$ cat src/source/acc_mgmt_defs.svh
`ifndef ACC_MGMT_DEFS_SVH
`define ACC_MGMT_DEFS_SVH

// memory word width.
`define ACC_DATA_W 32

// word address width.
`define ACC_ADDR_W 16

// request tag width; a tag names the issuing queue.
`define ACC_TAG_W 8

// number of copy channels in the accelerator.
`define ACC_NUM_CH 2

// width of a transfer length in words.
`define ACC_COUNT_W 16

// log2 of the arbiter input FIFO depth.
`define ACC_FIFO_DEPTH_BITS 3

// reads a channel may have in flight. The FIFOs keep this many entries free.
`define ACC_MAX_OUTSTANDING 4

`endif

$ cat src/source/acc_mgmt_pkg.sv
`include "acc_mgmt_defs.svh"

package acc_mgmt_pkg;

  typedef logic [`ACC_DATA_W-1:0]  data_t;
  typedef logic [`ACC_ADDR_W-1:0]  addr_t;
  typedef logic [`ACC_TAG_W-1:0]   tag_t;
  typedef logic [`ACC_COUNT_W-1:0] count_t;

  // read request as it travels through the read arbiter.
  typedef struct packed {
    addr_t addr;
    tag_t  tag;
  } rd_req_t;

  typedef struct packed {
    data_t data;
    addr_t addr;
    tag_t  tag;
  } wr_req_t;

  // configuration word of one copy channel.
  typedef struct packed {
    addr_t  src_base;
    addr_t  dst_base;
    count_t length;
    data_t  addend;
  } chan_conf_t;

  typedef enum logic [1:0] {
    IDLE,
    RUN,
    DRAIN,
    DONE
  } chan_state_t;

endpackage

$ cat src/source/copy_channel.sv
`timescale 1ns/1ps
`include "acc_mgmt_defs.svh"

module copy_channel (
  input  logic                     clk,
  input  logic                     rst_n,
  input  logic                     soft_rst,
  input  logic                     conf_load,
  input  acc_mgmt_pkg::chan_conf_t conf,
  input  logic                     start,
  input  logic                     rd_available,
  input  logic                     rd_resp_valid,
  input  acc_mgmt_pkg::data_t      rd_resp_data,
  input  logic                     wr_available,
  input  logic                     wr_resp_valid,
  output logic                     rd_en,
  output acc_mgmt_pkg::rd_req_t    rd_req,
  output logic                     wr_en,
  output acc_mgmt_pkg::wr_req_t    wr_req,
  output logic                     done
);

  localparam int OUT_W = $clog2(`ACC_MAX_OUTSTANDING) + 1;

  acc_mgmt_pkg::chan_state_t state;
  acc_mgmt_pkg::chan_conf_t  conf_q;
  acc_mgmt_pkg::count_t      rd_issued;
  acc_mgmt_pkg::count_t      wr_done;
  acc_mgmt_pkg::count_t      wr_done_nxt;
  acc_mgmt_pkg::addr_t       wr_addr;
  logic [OUT_W-1:0]          rd_outstanding;
  logic                      active;
  logic                      reads_left;
  logic                      last_read;

  always_ff @(posedge clk) begin
    if (conf_load) conf_q <= conf;
  end

  assign active     = (state == acc_mgmt_pkg::RUN) || (state == acc_mgmt_pkg::DRAIN);
  assign reads_left = (rd_issued != conf_q.length);
  assign done       = (state == acc_mgmt_pkg::DONE);

  // A read needs room for its own write later on, so both ports must have headroom.
  assign rd_en = (state == acc_mgmt_pkg::RUN) && reads_left && rd_available &&
                 wr_available && (int'(rd_outstanding) < `ACC_MAX_OUTSTANDING);
  assign last_read = rd_en && (rd_issued + 1'b1 == conf_q.length);

  assign rd_req.addr = conf_q.src_base + acc_mgmt_pkg::addr_t'(rd_issued);
  assign rd_req.tag  = '0; // the parent inserts the channel tag.

  // responses come back in order, so the write address just counts up.
  assign wr_en       = active && rd_resp_valid;
  assign wr_req.data = rd_resp_data + conf_q.addend;
  assign wr_req.addr = wr_addr;
  assign wr_req.tag  = '0;

  assign wr_done_nxt = wr_done + acc_mgmt_pkg::count_t'(active && wr_resp_valid);

  always_ff @(posedge clk or negedge rst_n) begin
    if (!rst_n) begin
      state          <= acc_mgmt_pkg::IDLE;
      rd_issued      <= '0;
      rd_outstanding <= '0;
      wr_done        <= '0;
      wr_addr        <= '0;
    end else if (soft_rst) begin
      state          <= acc_mgmt_pkg::IDLE;
      rd_issued      <= '0;
      rd_outstanding <= '0;
      wr_done        <= '0;
      wr_addr        <= '0;
    end else begin
      if (rd_en) rd_issued <= rd_issued + 1'b1;
      if (wr_en) wr_addr <= wr_addr + 1'b1;
      wr_done <= wr_done_nxt;
      case ({rd_en, wr_en})
        2'b10:   rd_outstanding <= rd_outstanding + 1'b1;
        2'b01:   rd_outstanding <= rd_outstanding - 1'b1;
        default: rd_outstanding <= rd_outstanding;
      endcase

      case (state)
        acc_mgmt_pkg::IDLE, acc_mgmt_pkg::DONE: begin
          if (start) begin
            state          <= acc_mgmt_pkg::RUN;
            rd_issued      <= '0;
            rd_outstanding <= '0;
            wr_done        <= '0;
            wr_addr        <= conf_q.dst_base;
          end
        end
        acc_mgmt_pkg::RUN: begin
          if (last_read || !reads_left) state <= acc_mgmt_pkg::DRAIN;
        end
        acc_mgmt_pkg::DRAIN: begin
          if (wr_done_nxt == conf_q.length) state <= acc_mgmt_pkg::DONE;
        end
        default: state <= acc_mgmt_pkg::IDLE;
      endcase
    end
  end

endmodule

$ cat src/source/stream_accelerator.sv
`timescale 1ns/1ps
`include "acc_mgmt_defs.svh"

module stream_accelerator (
  input  logic                                     clk,
  input  logic                                     rst_n,
  input  logic [`ACC_NUM_CH-1:0]                   soft_rst,
  input  logic [`ACC_NUM_CH-1:0]                   start,
  input  logic [`ACC_NUM_CH-1:0]                   conf_valid,
  input  acc_mgmt_pkg::chan_conf_t                 conf,
  input  logic [`ACC_NUM_CH-1:0]                   rd_available,
  input  logic [`ACC_NUM_CH-1:0]                   wr_available,
  input  logic                                     rd_resp_valid,
  input  acc_mgmt_pkg::tag_t                       rd_resp_tag,
  input  acc_mgmt_pkg::data_t                      rd_resp_data,
  input  logic                                     wr_resp_valid,
  input  acc_mgmt_pkg::tag_t                       wr_resp_tag,
  output logic [`ACC_NUM_CH-1:0]                   rd_en,
  output acc_mgmt_pkg::rd_req_t [`ACC_NUM_CH-1:0]  rd_req,
  output logic [`ACC_NUM_CH-1:0]                   wr_en,
  output acc_mgmt_pkg::wr_req_t [`ACC_NUM_CH-1:0]  wr_req,
  output logic [`ACC_NUM_CH-1:0]                   done
);

  for (genvar i = 0; i < `ACC_NUM_CH; i++) begin : g_chan
    acc_mgmt_pkg::rd_req_t ch_rd_req;
    acc_mgmt_pkg::wr_req_t ch_wr_req;
    logic                  rd_hit;
    logic                  wr_hit;

    // a response belongs to the channel whose index matches its tag.
    assign rd_hit = rd_resp_valid && (rd_resp_tag == acc_mgmt_pkg::tag_t'(i));
    assign wr_hit = wr_resp_valid && (wr_resp_tag == acc_mgmt_pkg::tag_t'(i));

    copy_channel i_copy_channel (
      .clk           (clk),
      .rst_n         (rst_n),
      .soft_rst      (soft_rst[i]),
      .conf_load     (conf_valid[i]), // each channel captures its own word.
      .conf          (conf),
      .start         (start[i]),
      .rd_available  (rd_available[i]),
      .rd_resp_valid (rd_hit),
      .rd_resp_data  (rd_resp_data),
      .wr_available  (wr_available[i]),
      .wr_resp_valid (wr_hit),
      .rd_en         (rd_en[i]),
      .rd_req        (ch_rd_req),
      .wr_en         (wr_en[i]),
      .wr_req        (ch_wr_req),
      .done          (done[i])
    );

    assign rd_req[i] = '{addr: ch_rd_req.addr, tag: acc_mgmt_pkg::tag_t'(i)};
    assign wr_req[i] = '{data: ch_wr_req.data,
                         addr: ch_wr_req.addr,
                         tag:  acc_mgmt_pkg::tag_t'(i)};
  end

endmodule

$ cat config.mk
export PLATFORM = sky130hd
export DESIGN_NAME = stream_accelerator
export DESIGN_NICKNAME = d
export VERILOG_FILES = /design/src/source/acc_mgmt_pkg.sv /design/src/source/copy_channel.sv /design/src/source/stream_accelerator.sv
export VERILOG_INCLUDE_DIRS = /design/src /design/src/source
export SDC_FILE = /design/constraint.sdc
export NUM_CORES = 1
export LEC_CHECK = 0
export CAP_MARGIN = 30
export CELL_PAD_IN_SITES_DETAIL_PLACEMENT = 1
export CELL_PAD_IN_SITES_GLOBAL_PLACEMENT = 2
export CORE_MARGIN = 2
export CORE_UTILIZATION = 41
export DETAILED_ROUTE_END_ITERATION = 7
export DONT_BUFFER_PORTS = 1
export PLACE_DENSITY_LB_ADDON = 0.1
export SKIP_LAST_GASP = 1
export SLEW_MARGIN = 10
export SYNTH_ARGS = -nofsm -noshare
export SYNTH_HDL_FRONTEND = slang
export SYNTH_HIERARCHICAL = 1
export SYNTH_SLANG_ARGS = --single-unit
$ cat constraint.sdc
create_clock -name clk -period 4.4 [get_ports clk]
set_input_delay 0.22 -clock clk [delete_from_list [all_inputs] [get_ports clk]]
set_output_delay 0.22 -clock clk [all_outputs]
set_load 0.02 [all_outputs]
==> results of run 1 <==
report_power, final:
group	internal (mW)	total, mW	switching, mW
sequential	2.90	3.25	0.352
clock	1.74	2.86	1.13
combinational	0.645	1.89	1.24
total	5.28	8.00	2.72
state kept, by name, summed over array words and instances (netlist names):
| signal | flops |
|---|---|
| g_chan.i_copy_channel/wr_done | 32 |
| g_chan.i_copy_channel/conf_q | 160 |
| g_chan.i_copy_channel/rd_outstanding | 6 |
| g_chan.i_copy_channel/rd_issued | 32 |
| g_chan.i_copy_channel/state | 4 |
| g_chan.i_copy_channel/wr_addr | 32 |
stage by stage:
step	cell area, um2	std cells
floorplan	17100	1705
finish	19600	2318
CTS	19600	2318
global placement	17500	2169
detailed placement	17500	2169
global route	19600	2318
final cells by class:
| class | instances | area share |
|---|---|---|
| clock buffer | 41 | 0.0470 |
| clock inverter | 20 | 0.0117 |
| inverter | 67 | 0.0129 |
| multi-input combinational | 1290 | 0.460 |
| sequential | 266 | 0.381 |
| tap | 532 | 0.0340 |
| timing repair buffer | 102 | 0.0531 |
metal layers:
layer | vias to the layer above | wire length, um
li1 | 6240 | -
met1 | 6467 | 22800
met2 | 290 | 23800
met3 | 70 | 2420
met4 | 0 | 1200
met5 | - | 0
worst max-delay path by stage:
stage,start,end,slack [ps],depth (start not counted)
final,g_chan[0].i_copy_channel/conf_q[5],wr_req[50],320,8
after global routing,g_chan[1].i_copy_channel/state[0],g_chan[1].i_copy_channel/state[1],90,13
after CTS,g_chan[0].i_copy_channel/conf_q[5],wr_req[50],280,8
after detailed placement,wr_resp_tag[1],g_chan[1].i_copy_channel/state[1],370,13
after global placement,wr_resp_tag[1],g_chan[1].i_copy_channel/state[1],460,13
after floorplan,wr_resp_tag[1],g_chan[1].i_copy_channel/state[1],810,13
critical path: stages, from the launching register on:
cell	delay [ps]
edfxtp_1	360
ha_1	350
a21o_1	240
a211oi_1	300
a211oi_1	150
a211oi_2	410
a211oi_1	240
o41ai_1	630
a21boi_0	630
what timing repair did:
item                                    CTS  global route
hold buffers                             88             0
endpoints found under the setup margin    0             0
resized for setup                         0             0
endpoints found under the hold margin   462             0
==> impl_metrics.json, run 1 <==
{
  "dp_slack_ps": 373,
  "top_usage_layer": "met2",
  "endpoint_kind": "output port",
  "drv_cap": 0,
  "drive_above_1_share": 0.0610,
  "hold_depth": 3,
  "worst_slew_pin_slew_ps": 890,
  "wirelength_um": 50200,
  "clock_latency_ps": 530,
  "root_buffer": "clkbuf_16",
  "nets": 2019,
  "crit_path_start_kind": "flip-flop",
  "final_hold_viol_count": 0,
  "syn_area_per_cell_um2": 10.2,
  "grtUsageTotal": 0.230,
  "r2r-end": "g_chan[1].i_copy_channel/state[1]",
  "drv_slew": 0,
  "gr-usage-met3": 0.0386,
  "leakage_nw": 7.61,
  "fp.dieH_um": 208,
  "final_common_cell": "nor2_1",
  "vias": 13067,
  "cts_tree": "built",
  "fin_util": 0.478,
  "min_to": "g_chan[1].i_copy_channel/state[0]",
  "core_um2": 40900,
  "initial_core_util": 0.416,
  "fillers": 4552,
  "relSlewSlack": 0.402,
  "antenna_found_initial": 3,
  "row_count": 74,
  "critPathKind": "flip-flop to output port",
  "numCtsBuffers": 34,
  "drt-wirelength-per-cell_um": 21.7,
  "ant_nets": 0,
  "fin_skew_ps": 15.3,
  "drt_iter0_drc": 868,
  "rsz0062_at_grt": "false",
  "drt-pass1-iter-count": 5,
  "p_per_area_nw_per_um2": 409,
  "place_congestion": 0.839,
  "worstPathMaxFanout": 5,
  "die-area_um2": 43200,
  "r2r_cells": 13,
  "final-setup-viol-count": 0,
  "layout_common_cells": "nor2_1, edfxtp_1, xnor2_1",
  "grt_max_degree": 107,
  "cts_max_level": 2,
  "worst_slack_ps": 321,
  "areaGrowthSynthToFinish_pct": 14.8,
  "cts_buffer_depth": 3,
  "met2_usage": 0.380,
  "post_cts_buffers": 0,
  "min_path_type": "input port to flip-flop",
  "grt_pass1_wl_um": 78700,
  "ios": 308,
  "port_buffers": 0,
  "synthCells": 1675,
  "multi_input_area_um2": 8990,
  "hp-start": "start[1]",
  "max_freq_mhz": 245,
  "num_antenna_cells": 0,
  "cp.arrival_ps": 3860,
  "avgViaCountPerCell": 5.64,
  "route.detailed.drc": 0,
  "grt_use_met1": 0.312,
  "dpl.hpwl_um": 37100,
  "crit_required_ps": 4180,
  "timing.final.crit_share": 0.927,
  "syn-cell-area_um2": 17000,
  "ys_warn_count": 6,
  "worstReg2RegStart": "g_chan[1].i_copy_channel/state[0]",
  "cts.sinks": 266,
  "final.setup.tns_ps": 0,
  "first_global_vias": 13521,
  "fin_hold_ws_ps": 80.3,
  "post-route-min-period_ps": 4080,
  "clkTransAtPathRegs_ps": 60,
  "grt_overflow": 0,
  "register_area_um2": 7460,
  "dieWidth_um": 208,
  "p_total_mw": 8.00,
  "status": "complete, no violations",
  "reg2reg_slack_ps": 440,
  "peakVddDrop_uv": 357
}
(Power assumes the default switching activity.)
==> run 2, diff against run 1 <==
--- a/config.mk
+++ b/config.mk
@@ -14,9 +14,7 @@
 export DETAILED_ROUTE_END_ITERATION = 7
 export DONT_BUFFER_PORTS = 1
 export PLACE_DENSITY_LB_ADDON = 0.1
-export SKIP_LAST_GASP = 1
 export SLEW_MARGIN = 10
 export SYNTH_ARGS = -nofsm -noshare
 export SYNTH_HDL_FRONTEND = slang
-export SYNTH_HIERARCHICAL = 1
 export SYNTH_SLANG_ARGS = --single-unit
==> run 2 against run 1 <==
Die area decreased by 1.3%. Clock power is essentially flat. Sequential cell count unchanged. Global-route usage decreased by 1.0 points. Sequential power about the same. Maximum frequency is 0.50% higher. Area after synthesis decreased by 1.3%. Register-to-register slack gained 40 ps. Clock skew fell by 3.8 ps. Critical path type unchanged. Largest cell class unchanged. Critical endpoint is now rd_req[46].
==> impl_metrics.json, run 2 <==
{
  "status": "complete, no violations",
  "critPathKind": "flip-flop to output port",
  "dieWidth_um": 206,
  "syn_area_per_cell_um2": 10.5,
  "worstPathMaxFanout": 6,
  "max_stage_delay_ps": 550,
  "drt-wirelength-per-cell_um": 21.0,
  "post-route-min-period_ps": 4060,
  "cts_tree": "built",
  "crit_required_ps": 4180,
  "seq_area_frac_synth": 0.444,
  "root_buffer": "clkbuf_16",
  "drive_above_1_share": 0.0572,
  "crit_family": "compound AO/OA/AOI/OAI gates",
  "die-area_um2": 42600,
  "fin_skew_ps": 11.6,
  "cts.sinks": 266,
  "cellInternalPower_mw": 5.22,
  "ys.flop_type": "edfxtp_1",
  "grt_max_degree": 107,
  "first_global_vias": 12699,
  "p_per_area_nw_per_um2": 410,
  "max_freq_mhz": 246,
  "drt_iter0_drc": 541,
  "synth_area_leader_cell": "edfxtp_1",
  "ios": 308,
  "path_buf_inv": 2,
  "drv_slew": 0,
  "cts_buffer_depth": 3,
  "synth_common_cells": "edfxtp_1, nor2_1, xnor2_1",
  "placed_area_um2": 17200,
  "numCtsBuffers": 31,
  "synthTopCellsByArea": "edfxtp_1, dfrtp_1, ha_1, xnor2_1, xor2_1",
  "final_area_um2": 19300,
  "route.detailed.drc": 0,
  "largest_reg_flops": 160,
  "ys_seq_elements": 266,
  "cp.arrival_ps": 3840,
  "relSlewSlack": 0.400,
  "min_path_type": "input port to flip-flop",
  "p_switching_mw": 2.68,
  "p_total_mw": 7.90,
  "seq_power_share": 0.408,
  "grt_overflow": 0,
  "netlist-cell-type-count": 85,
  "final_common_cell": "edfxtp_1",
  "rsz0062_at_grt": "false",
  "endpoint_kind": "output port",
  "swShare": 0.339,
  "antenna_found_initial": 9,
  "avgViaCountPerCell": 5.50,
  "row_count": 74,
  "final.setup.tns_ps": 0,
  "initial_core_util": 0.413,
  "layout_common_cells": "edfxtp_1, nor2_1, xnor2_1",
  "final_hold_viol_count": 0,
  "cts_max_level": 1,
  "drt-pass1-iter-count": 5,
  "fp.dieH_um": 206,
  "yosys-mux-area-fraction": 0.00603,
  "final-setup-viol-count": 0,
  "p_comb_frac": 0.234,
  "clkTransAtPathRegs_ps": 70,
  "timing.final.crit_share": 0.922,
  "yosysTopAreaCellShare": 0.286,
  "leakage_nw": 7.67,
  "fin_util": 0.474,
  "synthAdderAreaFrac": 0.0891,
  "nets": 1946,
  "synth_most_common_cell": "edfxtp_1",
  "regMostFlops": "g_chan.i_copy_channel.conf_q",
  "vias": 12359,
  "core_um2": 40600,
  "place_congestion": 0.843,
  "synth_top_family_by_area": "simple AND/OR/NAND/NOR gates",
  "synth_xor_area_frac": 0.136,
  "areaGrowthSynthToFinish_pct": 14.8,
  "dpl.hpwl_um": 34200,
  "grtUsageTotal": 0.220,
  "clkPwrFrac": 0.358,
  "synthCells": 1603,
  "slowest_stage": "dfrtp_1",
  "synth-compound-area-share": 0.125,
  "synth_edf_count": 160,
  "ys_warn_count": 0,
  "peakVddDrop_uv": 304,
  "drv_cap": 0,
  "worst_slew_pin_slew_ps": 892,
  "crit_path_start_kind": "flip-flop",
  "ant_nets": 0,
  "synth-simple-area-share": 0.159,
  "crit_path_cell_trace": "ha_1 > inv_1 > fa_1 > nor2b_1 > o21ai_0 > a21boi_0 > o21ai_0 > a21boi_0 > o2111ai_1 > a31oi_1 > nand4_1 > o311ai_0 > buf_4",
  "clock_latency_ps": 590,
  "wirelength_um": 47100,
  "syn-cell-area_um2": 16800,
  "async_flop_share": 0.398,
  "grt_pass1_wl_um": 73100,
  "port_buffers": 0
}
## run 2: area by class of cell
type / instances / area, um2
Fill cell: 4412 / 21400
Multi-Input combinational cell: 1231 / 8810
Sequential cell: 266 / 7460
Timing Repair Buffer: 99 / 1020
Clock buffer: 35 / 801
Tap cell: 532 / 666
Clock inverter: 22 / 305
Inverter: 59 / 221
Antenna cell: 4 / 10.0
## run 2: final timing paths
| check | start | slack [ps] | depth (start not counted) | end |
|---|---|---|---|---|
| setup / recovery | g_chan[1].i_copy_channel.rd_issued[0] | 340 | 13 | rd_req[46] |
| hold / removal | conf_valid[0] | 30 | 1 | g_chan[0].i_copy_channel.conf_q[57] |
| setup reg to reg | g_chan[0].i_copy_channel.state[0] | 480 | 13 | g_chan[0].i_copy_channel.state[0] |
| hold reg to reg | g_chan[1].i_copy_channel.conf_q[58] | 550 | 2 | g_chan[1].i_copy_channel.wr_addr[10] |
| max in group asynchronous | rst_n | 3680 | 2 | g_chan[0].i_copy_channel.rd_issued[0] |
| min in group asynchronous | rst_n | 230 | 2 | g_chan[0].i_copy_channel.wr_addr[11] |
## run 2: metrics by stage
| step | setup slack [ps] | hold WS (ps) | cells |
|---|---|---|---|
| 2_1_floorplan | 1030 | -75.6 | 1633 |
| 3_5_place_dp | 504 | -73.6 | 2099 |
| 4_1_cts | 300 | 85.9 | 2244 |
| 6_report | 342 | 25.3 | 2248 |
| 5_1_grt | 37.4 | 67.7 | 2247 |
| 3_3_place_gp | 623 | -72.8 | 2099 |
## run 2: routing by layer
| layer | routed length, um | up-vias | track usage |
|---|---|---|---|
| met5 | 61 | - | 0 |
| met4 | 781 | 10 | 0.0480 |
| met3 | 2520 | 58 | 0.0424 |
| met2 | 22200 | 234 | 0.368 |
| met1 | 21600 | 6111 | 0.295 |
| li1 | - | 5946 | - |
## run 2: logic make-up (layout without fill, tap and decap cells)
logic type / Yosys count / in the layout
and+or+nand+nor: 526 / 526
other: 2 / 36
muxes: 10 / 10
buffers and inverters: 136 / 215
AOI/OAI and AO/OA: 302 / 302
DFF: 266 / 266
adders and majority gates: 116 / 116
xor gates and xnor gates: 245 / 245
## run 2: worst register-to-register path, stage by stage, from the launching register on
cell and delay [ps]:
dfrtp_1 420, inv_1 60, ha_1 350, nor3_1 350, ha_1 430, nand3_2 110, xor2_1 220, xnor2_1 90
or4_1 500, a2111o_1 310, o41ai_2 330, o21ai_1 170, or3_1 350, a21oi_1 150
## run 2: repair_timing
| action | in CTS | in global routing |
|---|---|---|
| resized for setup | 0 | 1 |
| hold buffers | 88 | 0 |
| setup buffers | 0 | 0 |
| endpoints found under the hold margin | 467 | 0 |
| endpoints found under the setup margin | 0 | 1 |
## run 2: power groups by stage
stage / combinational (mW) / clock [mW] / sequential (mW)
after CTS: 1.86 / 2.89 / 3.23
after global placement: 1.67 / 0 / 3.27
after detailed placement: 1.70 / 0 / 3.27
after global routing: 2.05 / 2.99 / 3.26
final: 1.85 / 2.83 / 3.22
after floorplan: 1.40 / 0 / 3.19
